$ cat src/design/dpath_pkg.sv
// ----------------------------------------------------------------------
// Shared widths, select encodings and stage payloads of the datapath
// Encodings must match the external control unit bit for bit
// ----------------------------------------------------------------------

package dpath_pkg;

  localparam int XLEN   = 32;
  localparam int REG_AW = 5;
  localparam int ROB_AW = 5;

  typedef logic [XLEN-1:0]   word_t;
  typedef logic [REG_AW-1:0] reg_addr_t;
  typedef logic [ROB_AW-1:0] rob_slot_t;

  // ----------------------------------------------------------------------
  // Select encodings
  // ----------------------------------------------------------------------

  typedef enum logic [2:0] {
    BYP_RF  = 3'd0,
    BYP_X   = 3'd1,
    BYP_M   = 3'd2,
    BYP_W   = 3'd3,
    BYP_ROB = 3'd4
  } byp_sel_e;

  typedef enum logic [1:0] {
    OP0_RS   = 2'd0,
    OP0_PC   = 2'd1,
    OP0_PC4  = 2'd2,
    OP0_ZERO = 2'd3
  } op0_sel_e;

  typedef enum logic [2:0] {
    OP1_RS     = 3'd0,
    OP1_SHAMT  = 3'd1,
    OP1_IMM_U  = 3'd2,
    OP1_IMM_SB = 3'd3,
    OP1_IMM_I  = 3'd4,
    OP1_IMM_S  = 3'd5,
    OP1_ZERO   = 3'd6
  } op1_sel_e;

  typedef enum logic [3:0] {
    ALU_ADD   = 4'd0,
    ALU_SUB   = 4'd1,
    ALU_SLL   = 4'd2,
    ALU_SLT   = 4'd3,
    ALU_SLTU  = 4'd4,
    ALU_XOR   = 4'd5,
    ALU_SRL   = 4'd6,
    ALU_SRA   = 4'd7,
    ALU_OR    = 4'd8,
    ALU_AND   = 4'd9,
    ALU_COPY1 = 4'd10
  } alu_fn_e;

  // Same order as the load response mux select
  typedef enum logic [2:0] {
    LD_W  = 3'd0,
    LD_B  = 3'd1,
    LD_BU = 3'd2,
    LD_H  = 3'd3,
    LD_HU = 3'd4
  } load_e;

  // ----------------------------------------------------------------------
  // Stage payloads
  // ----------------------------------------------------------------------

  typedef struct packed {
    logic      valid;
    op0_sel_e  op0_sel;
    op1_sel_e  op1_sel;
    byp_sel_e  byp0_sel;
    byp_sel_e  byp1_sel;
    rob_slot_t byp0_slot;
    rob_slot_t byp1_slot;
    alu_fn_e   alu_fn;
    logic      is_load;
    load_e     load_kind;
    rob_slot_t rob_slot;
  } issue_ctrl_t;

  typedef struct packed {
    logic      valid;
    alu_fn_e   alu_fn;
    logic      is_load;
    load_e     load_kind;
    rob_slot_t rob_slot;
    word_t     op0;
    word_t     op1;
    word_t     store_data;
  } x_stage_t;

  typedef struct packed {
    logic      valid;
    logic      is_load;
    load_e     load_kind;
    rob_slot_t rob_slot;
    word_t     alu_result;
  } m_stage_t;

  typedef struct packed {
    logic      valid;
    rob_slot_t rob_slot;
    word_t     result;
  } w_stage_t;

  typedef struct packed {
    logic eq;
    logic ne;
    logic lt;
    logic ltu;
    logic ge;
    logic geu;
  } branch_cond_t;

endpackage

$ cat src/design/memory_stage.sv
// ----------------------------------------------------------------------
// Memory stage: load extension and result select
// Load data must be valid in the cycle after the request, no wait states
// ----------------------------------------------------------------------

`timescale 1ns/1ns

module memory_stage (
  input  logic                clk,
  input  logic                reset,
  input  dpath_pkg::m_stage_t m_i,
  input  dpath_pkg::word_t    dmem_rdata_i,
  output dpath_pkg::word_t    result_o,
  output dpath_pkg::w_stage_t w_o
);

  dpath_pkg::word_t    load_val;
  dpath_pkg::word_t    result;
  dpath_pkg::w_stage_t w_q;

  // Only the low byte or halfword is used for sub-word loads
  always_comb begin
    case (m_i.load_kind)
      dpath_pkg::LD_B:  load_val = {{24{dmem_rdata_i[7]}}, dmem_rdata_i[7:0]};
      dpath_pkg::LD_BU: load_val = {24'b0, dmem_rdata_i[7:0]};
      dpath_pkg::LD_H:  load_val = {{16{dmem_rdata_i[15]}}, dmem_rdata_i[15:0]};
      dpath_pkg::LD_HU: load_val = {16'b0, dmem_rdata_i[15:0]};
      default:          load_val = dmem_rdata_i;
    endcase
  end

  assign result   = m_i.is_load ? load_val : m_i.alu_result;
  assign result_o = result;

  // ----------------------------------------------------------------------
  // M to W register
  // ----------------------------------------------------------------------

  always_ff @(posedge clk) begin
    w_q.rob_slot <= m_i.rob_slot;
    w_q.result   <= result;
    if (reset) begin
      w_q.valid <= 1'b0;
    end else begin
      w_q.valid <= m_i.valid;
    end
  end

  assign w_o = w_q;

endmodule

$ cat config.mk
export PLATFORM = sky130hd
export DESIGN_NAME = memory_stage
export DESIGN_NICKNAME = d
export VERILOG_FILES = /design/src/design/dpath_pkg.sv /design/src/design/memory_stage.sv
export SDC_FILE = /design/constraint.sdc
export NUM_CORES = 1
export LEC_CHECK = 0
export BUFFER_PORTS_ARGS = -buffer_cell sky130_fd_sc_hd__buf_2
export CAP_MARGIN = 20
export CORE_UTILIZATION = 33
export DETAILED_ROUTE_END_ITERATION = 6
export PLACE_DENSITY = 0.81
export SYNTH_ARGS = -nofsm -noshare
export SYNTH_HDL_FRONTEND = slang
export SYNTH_SLANG_ARGS = --single-unit
export TNS_END_PERCENT = 5
$ cat constraint.sdc
create_clock -name clk -period 1.6 [get_ports clk]
set_clock_uncertainty 0.15 [all_clocks]
set_input_delay 0.16 -clock clk [delete_from_list [all_inputs] [get_ports clk]]
set_output_delay 0.16 -clock clk [all_outputs]
set_load 0.01 [all_outputs]
; ---- After elaboration in Yosys (flattened, before gate mapping)
; Index checks and enable logic that the tools add are counted.
[totals]
regBits = 38
[classes]
eq_ne = 4
mux = 2
[op_table]
columns = cell, count
row1 = $pmux W32 S4, 1
row2 = $mux W32, 1
row3 = $eq A3 B2 Y1 const B, 2
row4 = $eq A3 B1 Y1 const B, 1
row5 = $eq A3 B3 Y1 const B, 1

; ---- Logic depth before layout (Yosys ltp)
; Gate-level depths: netlist of run 1.
[logic_depth]
ltp_word = 3
mapped_depth = 6
depth_no_buf = 3

; ---- Least setup slack after synthesis of run 1
; No wires, ideal clock.
[synth_path]
path_type = in2out
start = input m_i[40] in the netlist's numbering
end = output result_o[21]
t_arrival_ps = 1140
required_ps = 1290
path_slack_ps = 150
path_stages = 6
n_path_buf = 3
cell_sequence = buf_4 -> inv_1 -> buf_4 -> a21oi_4 -> buf_6 -> a221o_2
[synth_via]
elab_chain_cells = 1
[synth_rtl]
columns = item, line
row1 = "start, declared", memory_stage.sv:11  ; input dpath_pkg::m_stage_t m_i,
row2 = $mux W32, memory_stage.sv:32  ; assign result = m_i.is_load ? load_val : m_i.alu_result;
row3 = "end, declared", memory_stage.sv:13  ; output dpath_pkg::word_t result_o,
; No other way between the ends.

; ---- Worst setup path after layout of run 1
[layout_path]
start = input m_i[10] in the netlist's numbering
end = register w_q, in the netlist w_o[10]
[layout_via]
elab_chain_cells = 1
[layout_rtl]
columns = item, line
row1 = $mux W32, memory_stage.sv:32
row2 = "end, declared", memory_stage.sv:19  ; dpath_pkg::w_stage_t w_q;
; No other way between the ends.
; A chain may end at the register's enable or synchronous reset.

==> results of run 1 <==
==> per-stage QoR <==
step / utilization [%] / total power, mW
4_1_cts: 69.8 / 2.61
6_report: 70.5 / 2.63
3_3_place_gp: 56.8 / 1.56
5_1_grt: 70.5 / 2.74
2_1_floorplan: - / 1.30
3_5_place_dp: 56.8 / 1.57
==> synthesized netlist by cell type, drive strengths merged <==
cell and n:
a21oi 8, a221o 16, and4bb 1, buf 7, dfxtp 38, inv 1, mux2 8, mux2i 1
nand2 1, nand3b 1, nor2 9, nor2b 1, nor4b 1, o211ai 1, o21ai 8, or3 1
xnor2 1
==> final cells by class <==
type,count,area [um^2]
timing repair buffer,188,1170
inverter,1,3.75
multi-input combinational,58,502
clock inverter,3,68.8
fill,277,1110
clock buffer,5,68.8
tap,48,60.1
sequential,38,761
==> power breakdown <==
group          switching, mW  internal (mW)  leakage (nW)
Combinational          0.279          0.331         0.994
Clock                  0.345          0.625        0.0683
Sequential            0.0193           1.03         0.320
==> cells by family (layout without fill, tap and decap cells) <==
group | count (synthesis) | after routing | share of synthesized area [%]
multiplexers | 9 | 9 | 7.66
buffers and inverters | 8 | 197 | 4.98
AND/OR/NAND/NOR | 15 | 15 | 7.18
AO/OA/AOI/OAI | 33 | 33 | 21.3
flip-flops | 38 | 38 | 58.2
XOR/XNOR | 1 | 1 | 0.670
==> final timing paths <==
| kind | cells past startpoint | slack (ns) | end | startpoint |
|---|---|---|---|---|
| min | 2 | -0.04 | w_o[30]$_DFF_P_ | dmem_rdata_i[30] |
| max | 5 | 0.005 | w_o[10]$_DFF_P_ | m_i[10] |
==> metal layers <==
layer	global-route usage [%]	vias to the layer above	wire [um]
li1	-	762	-
met1	20.7	698	1650
met2	48.0	109	2840
met3	6.34	8	449
met4	11.1	0	88
met5	0	-	0
==> what timing repair did <==
action,4_1_cts,5_1_grt
endpoints found under the hold margin,37,16
endpoints found under the setup margin,21,27
resized for setup,4,8
pin swaps,1,2
==> impl_metrics.tcl, run 1 <==
set metrics [dict create \
    yosysTopAreaCell "dfxtp_1" \
    drv_cap 0 \
    chipWidth_um 64.9 \
    final_nets 368 \
    peakVddDrop_mv 0.721 \
    path_max_fanout 2 \
    place_congestion 0.750 \
    grt_pass1_vias 1587 \
    ys_warn_count 0 \
    tns_ns 0 \
    cts.sinks 38 \
    cts_tree "built" \
    htreeDepth 2 \
    vias_per_cell 4.62 \
    syn_area_um2 1310 \
    io_pins 146 \
    final_cell_mix "buf_2, dfxtp_1, dlygate4sd3_1" \
    clk_pin_slew_ns 0.08 \
    cts_buffers 5 \
    max_clock_freq_mhz 627 \
    core_area_um2 3740 \
    synth.area.top_cells "dfxtp_1, a221o_2, mux2_2" \
    p_per_area_nw_per_um2 996 \
    min_period_ns 1.59 \
    hold_path.class "input port to register" \
    period_share_pct 99.7 \
    wl_per_cell_um 14.7 \
    rsz0062_at_grt "true" \
    worstPathCellList "dlygate4sd3_1 > buf_2 > nor2_1 > a21oi_2 > dlygate4sd3_1" \
    port_buffers 145 \
    instances_no_fill 341 \
    holdWs_ns -0.0405 \
    dpl.hpwl_mm 2.95 \
    syn_inst 104 \
    synth_area_per_cell_um2 12.6 \
    antenna_found_initial 0 \
    grt_util_all_layers_pct 23.6 \
    synth_seq_area_share_pct 58.2 \
    required_ns 1.62 \
    dp_cells 299 \
    syn_nets 180 \
    finalHoldViolCount 16 \
    grt_overflow 0 \
    clockRootBuffer "clkbuf_8" \
    slowest_delay_ns 0.59 \
    drv_slew 0 \
    grt_max_degree 18 \
    post_cts_buffers 0 \
    critPathMostFrequentCell "dlygate4sd3_1" \
    cpMaxStageDelayCell "dlygate4sd3_1" \
    p_leak_nw 1.38 \
    rows 22 \
    drive_gt1_share_pct 65.9 \
    pre_cts_slack_ns -0.0637 \
    largest_register_ffs 38 \
    crit_arrival_ns 1.62 \
    dieArea_um2 4220 \
    ant_nets 0 \
    area_growth_pct 102 \
    vias 1577 \
    start_util_pct 34.9 \
    placed_area_um2 2120 \
    relSlewSlack_pct 81.5 \
    synth_cell_type_count 20 \
    violations "hold timing" \
    wl_mm 5.03 \
    critPathTopFamily "buffers and inverters" \
    drc 0 \
    critPathBufInv 3 \
    worst-slew-pin-transition_ns 0.277 \
    ctsHoldBuffers 34 \
    crit_type "input port to register" \
    dr.pass1.iters 6 \
    die_y_um 64.9 \
    end_kind "register" \
    outcome "complete, but fails checks" \
    yosysTopAreaCellShare_pct 58.2 \
    synth_seq_cells 38 \
    setup_ws_ns 0.00508 \
    cp-start-kind "input port" \
    stdcell_area_um2 2640 \
    setup_viol 0 \
    drt_iter0_drc 67 \
    grt_pass1_wl_mm 7.25 \
    clockBufferDepth 2 \
    mostFrequentLayoutCell "buf_2" \
    antenna_cells 0 \
]
(Power assumes the default switching activity.)
==> run 2, diff against run 1 <==
--- a/config.mk
+++ b/config.mk
@@ -8,6 +8,7 @@
 export BUFFER_PORTS_ARGS = -buffer_cell sky130_fd_sc_hd__buf_2
 export CAP_MARGIN = 20
 export CORE_UTILIZATION = 33
+export CTS_BUF_LIST = sky130_fd_sc_hd__clkbuf_16
 export DETAILED_ROUTE_END_ITERATION = 6
 export PLACE_DENSITY = 0.81
 export SYNTH_ARGS = -nofsm -noshare
==> run 2 against run 1 <==
Compared with the run above: the flow still finishes with violations (hold timing); fmax rose by 0.40%; clock power rose by 29%; sequential power barely moved; sequential share of layout area rose by 0.79 points; worst hold slack improved by 0.012 ns; setup slack improved by 0.0063 ns; die area did not move; global-route usage fell by 2.9 points; critical path depth rose by 1; critical endpoint is now result_o[16]; largest power group is now the clock network.
==> impl_metrics.tcl, run 2 (synthesized netlist as in run 1, its figures left out) <==
set metrics [dict create \
    placed_area_um2 2120 \
    worstPathCellList "buf_2 > mux2i_2 > nor4b_4 > buf_12 > a221o_2 > buf_2" \
    vias_per_cell 4.61 \
    p_leak_nw 1.33 \
    place_congestion 0.750 \
    pwr-share-comb_pct 19.7 \
    antenna_found_initial 0 \
    rsz0062_at_grt "true" \
    period_share_pct 99.3 \
    dp_cells 299 \
    crit_arrival_ns 1.28 \
    area_growth_pct 96.4 \
    port_buffers 145 \
    violations "hold timing" \
    finalHoldViolCount 16 \
    final_util_pct 68.6 \
    holdWs_ns -0.0282 \
    final_nets 357 \
    ctsHoldBuffers 23 \
    seq_power_share_pct 36.6 \
    path_max_fanout 17 \
    p_sw_mw 0.640 \
    cpMaxStageDelayCell "a221o_2" \
    drc 0 \
    htreeDepth 2 \
    cts_buffers 5 \
    swShare_pct 22.3 \
    grt_max_degree 18 \
    chipWidth_um 64.9 \
    pre_cts_slack_ns -0.0637 \
    clockRootBuffer "clkbuf_16" \
    clockBufferDepth 2 \
    setup_ws_ns 0.0114 \
    grt_pass1_vias 1496 \
    io_pins 146 \
    instances_no_fill 330 \
    p_int_mw 2.22 \
    cts.sinks 38 \
    worst-slew-pin-transition_ns 0.279 \
    relSlewSlack_pct 81.4 \
    pwr-share-clk_pct 43.8 \
    dieArea_um2 4220 \
    start_util_pct 34.9 \
    cts_tree "built" \
    peakVddDrop_mv 0.727 \
    final_cell_mix "buf_2, dfxtp_1, dlygate4sd3_1" \
    outcome "complete, but fails checks" \
    slowest_delay_ns 0.32 \
    critPathMostFrequentCell "buf_2" \
    rows 22 \
    dr.pass1.iters 4 \
    setup_viol 0 \
    finalPower_mw 2.86 \
    clk_pin_slew_ns 0.05 \
    drt_iter0_drc 39 \
    stdcell_area_um2 2570 \
    crit_type "input port to output port" \
    ant_nets 0 \
    grt_overflow 0 \
    p_per_area_nw_per_um2 1120 \
    max_clock_freq_mhz 629 \
    mostFrequentLayoutCell "buf_2" \
    antenna_cells 0 \
    largest_register_ffs 38 \
    end_kind "output port" \
    core_area_um2 3740 \
    drv_cap 0 \
    grt_pass1_wl_mm 6.51 \
    vias 1522 \
    min_period_ns 1.59 \
    cp-start-kind "input port" \
    hold_path.class "input port to register" \
    wl_per_cell_um 13.1 \
    post_cts_buffers 0 \
    fillers 297 \
    drv_slew 0 \
    grt_util_all_layers_pct 20.7 \
    wl_mm 4.32 \
    required_ns 1.29 \
    die_y_um 64.9 \
    dpl.hpwl_mm 2.95 \
    drive_gt1_share_pct 68.1 \
]
run 2: worst paths after layout:
| kind | start | to | slack [ns] | cells after the start |
|---|---|---|---|---|
| worst min-delay path | dmem_rdata_i[30] | w_o[30]$_DFF_P_ | -0.03 | 2 |
| worst max-delay path | m_i[38] | result_o[16] | 0.01 | 6 |
run 2: per-layer routing:
| metal | track usage, % | vias to the layer above | routed length [um] |
|---|---|---|---|
| met1 | 19.0 | 682 | 1480 |
| met4 | 8.89 | 0 | 57 |
| met5 | 0 | - | 0 |
| li1 | - | 744 | - |
| met2 | 40.2 | 89 | 2360 |
| met3 | 7.04 | 7 | 424 |
run 2: power by group through the flow:
stage / clock, mW / sequential, mW / combinational [mW]
after floorplan: 0 / 1.11 / 0.189
after global placement: 0 / 1.06 / 0.498
after detailed placement: 0 / 1.07 / 0.506
after CTS: 1.28 / 1.05 / 0.556
after global routing: 1.32 / 1.05 / 0.609
final: 1.25 / 1.05 / 0.563
run 2: per-stage QoR:
| stage | hold WS [ns] | TNS, ns |
|---|---|---|
| 4_1_cts | -0.0347 | 0 |
| 6_report | -0.0282 | 0 |
| 3_5_place_dp | 0.115 | -0.822 |
| 2_1_floorplan | 0.0377 | 0 |
| 5_1_grt | -0.0221 | -0.176 |
| 3_3_place_gp | 0.115 | -0.221 |
run 2: final cells by class:
type / count / area, um^2 / area share (%)
timing repair buffer: 177 / 1060 / 41.1
tap: 48 / 60.1 / 2.34
clock buffer: 5 / 125 / 4.87
sequential: 38 / 761 / 29.6
clock inverter: 3 / 68.8 / 2.68
multi-input combinational: 58 / 493 / 19.2
inverter: 1 / 3.75 / 0.146
run 2: repair_timing:
action,CTS,global route
gates resized for setup,4,3
setup endpoints to repair,21,18
pin swaps,1,0
hold endpoints to repair,31,12
cloned,0,0
run 2: critical path, delay by kind of cell:
| kind | cells | cell delay (ns) |
|---|---|---|
| muxes | 1 | 0.28 |
| buffers and inverters | 3 | 0.44 |
| AOI/OAI and AO/OA | 1 | 0.32 |
| and+or+nand+nor | 1 | 0.08 |
==> run 3, diff against run 2 <==
--- a/config.mk
+++ b/config.mk
@@ -11,6 +11,7 @@
 export CTS_BUF_LIST = sky130_fd_sc_hd__clkbuf_16
 export DETAILED_ROUTE_END_ITERATION = 6
 export PLACE_DENSITY = 0.81
+export REMOVE_ABC_BUFFERS = 1
 export SYNTH_ARGS = -nofsm -noshare
 export SYNTH_HDL_FRONTEND = slang
 export SYNTH_SLANG_ARGS = --single-unit
==> run 3 against run 2 <==
Compared with the run above: the flow still finishes with violations (hold timing); sequential power barely moved; sequential share of layout area rose by 0.058 points; worst hold slack improved by 0.0076 ns; utilization fell by 0.13 points; die area did not move; design area fell by 0.19%; clock-buffer cell count did not move; critical path depth did not move; clock power barely moved; setup slack improved by 0.0081 ns; routed wire length rose by 7.8%; non-clock buffer count rose by 1; largest power group unchanged.
==> impl_metrics.tcl, run 3 (synthesized netlist as in run 1, its figures left out) <==
set metrics [dict create \
    cts.sinks 38 \
    vias 1519 \
    p_per_area_nw_per_um2 1110 \
    grt_util_all_layers_pct 22.4 \
    wl_mm 4.66 \
    multi_input_area_um2 493 \
    outcome "complete, but fails checks" \
    slowest_delay_ns 0.38 \
    cpMaxStageDelayCell "or3_4" \
    max_clock_freq_mhz 633 \
    grt_overflow 0 \
    die_y_um 64.9 \
    worst-slew-pin-transition_ns 0.289 \
    antenna_cells 0 \
    violations "hold timing" \
    cp-start-kind "input port" \
    port_buffers 145 \
    ctsHoldBuffers 23 \
    critPathMostFrequentCell "buf_2" \
    crit_arrival_ns 1.27 \
    end_kind "output port" \
    antenna_found_initial 0 \
    peakVddDrop_mv 0.544 \
    drv_slew 0 \
    dr.pass1.iters 4 \
    largest_register_ffs 38 \
    final_cell_mix "buf_2, dfxtp_1, dlygate4sd3_1" \
    clockBufferDepth 2 \
    final_nets 358 \
    post_cts_buffers 0 \
    clockRootBuffer "clkbuf_16" \
    path_max_fanout 16 \
    hold_path.class "input port to register" \
    crit_type "input port to output port" \
    grt_max_degree 18 \
    p_leak_nw 1.31 \
    mostFrequentLayoutCell "buf_2" \
    fillers 295 \
    htreeDepth 2 \
    rows 22 \
    chipWidth_um 64.9 \
    required_ns 1.29 \
    rsz0062_at_grt "true" \
    dieArea_um2 4220 \
    cts_tree "built" \
    period_share_pct 98.8 \
    vias_per_cell 4.59 \
    finalPower_mw 2.85 \
    wl_per_cell_um 14.1 \
    clk_pin_slew_ns 0.05 \
    dpl.hpwl_mm 3.45 \
    drc 0 \
    setup_viol 0 \
    ant_nets 0 \
    place_congestion 0.853 \
    grt_pass1_vias 1510 \
    relSlewSlack_pct 80.7 \
    drv_cap 0 \
    start_util_pct 34.9 \
    area_growth_pct 96.0 \
    pre_cts_slack_ns -0.0308 \
    drive_gt1_share_pct 67.8 \
    cts_buffers 5 \
    io_pins 146 \
    drt_iter0_drc 87 \
    finalHoldViolCount 13 \
    seqCellArea_um2 761 \
    worstPathCellList "buf_2 > or3_4 > a21oi_4 > buf_12 > a221o_2 > buf_2" \
    core_area_um2 3740 \
    min_period_ns 1.58 \
    holdWs_ns -0.0206 \
    setup_ws_ns 0.0195 \
    grt_pass1_wl_mm 7.08 \
]
## run 3: cell types whose count changed in the layout (fill, tap and decap cells not counted), sizes merged
| cell | previous run | this run |
|---|---|---|
| dlymetal6s4s | 3 | 0 |
| buf | 154 | 155 |
| dlygate4sd3 | 20 | 23 |
## run 3: cell type report
class	instances	share of cell area (%)
Timing Repair Buffer	178	41.2
Sequential cell	38	29.7
Multi-Input combinational cell	58	19.2
Clock buffer	5	4.88
Clock inverter	3	2.49
Tap cell	48	2.34
Inverter	1	0.146
## run 3: layer usage
| metal | GRT usage, % | wire length, um | up-vias |
|---|---|---|---|
| met5 | 0 | 0 | - |
| met4 | 4.17 | 0 | 0 |
| met3 | 8.10 | 431 | 0 |
| met2 | 45.2 | 2570 | 81 |
| met1 | 21.3 | 1660 | 695 |
| li1 | - | - | 743 |
## run 3: what timing repair did
item | 4_1_cts | 5_1_grt
pin swaps | 0 | 1
resized for setup | 1 | 3
endpoints found under the hold margin | 28 | 14
endpoints found under the setup margin | 20 | 23
## run 3: final timing paths
| path | startpoint | end | cells past startpoint |
|---|---|---|---|
| hold / removal | dmem_rdata_i[16] | w_o[16]$_DFF_P_ | 2 |
| setup / recovery | m_i[38] | result_o[17] | 6 |
## run 3: per-stage QoR
step / TNS (ns) / cells / util (%) / hold WS [ns] / cell area, um^2
floorplan: 0 / 97 / - / 0.0377 / 1250
global placement: -0.0322 / 300 / 57.0 / 0.113 / 2130
detailed placement: -0.321 / 300 / 57.0 / 0.115 / 2130
CTS: -0.113 / 331 / 68.1 / -0.0264 / 2550
global route: -0.0623 / 331 / 68.4 / -0.0279 / 2560
finish: 0 / 331 / 68.4 / -0.0206 / 2560
## run 3: critical path, delay by kind of cell
family                 cells  cell delay (ns)
AOI/OAI and AO/OA          2             0.32
buffers and inverters      3             0.41
and+or+nand+nor            1             0.38
## run 3: report_power, final
part           leakage [nW]  switching (mW)  internal [mW]
clock network        0.0915           0.351          0.887
registers             0.320          0.0199           1.03
logic                 0.899           0.267          0.300
total                  1.31           0.638           2.22
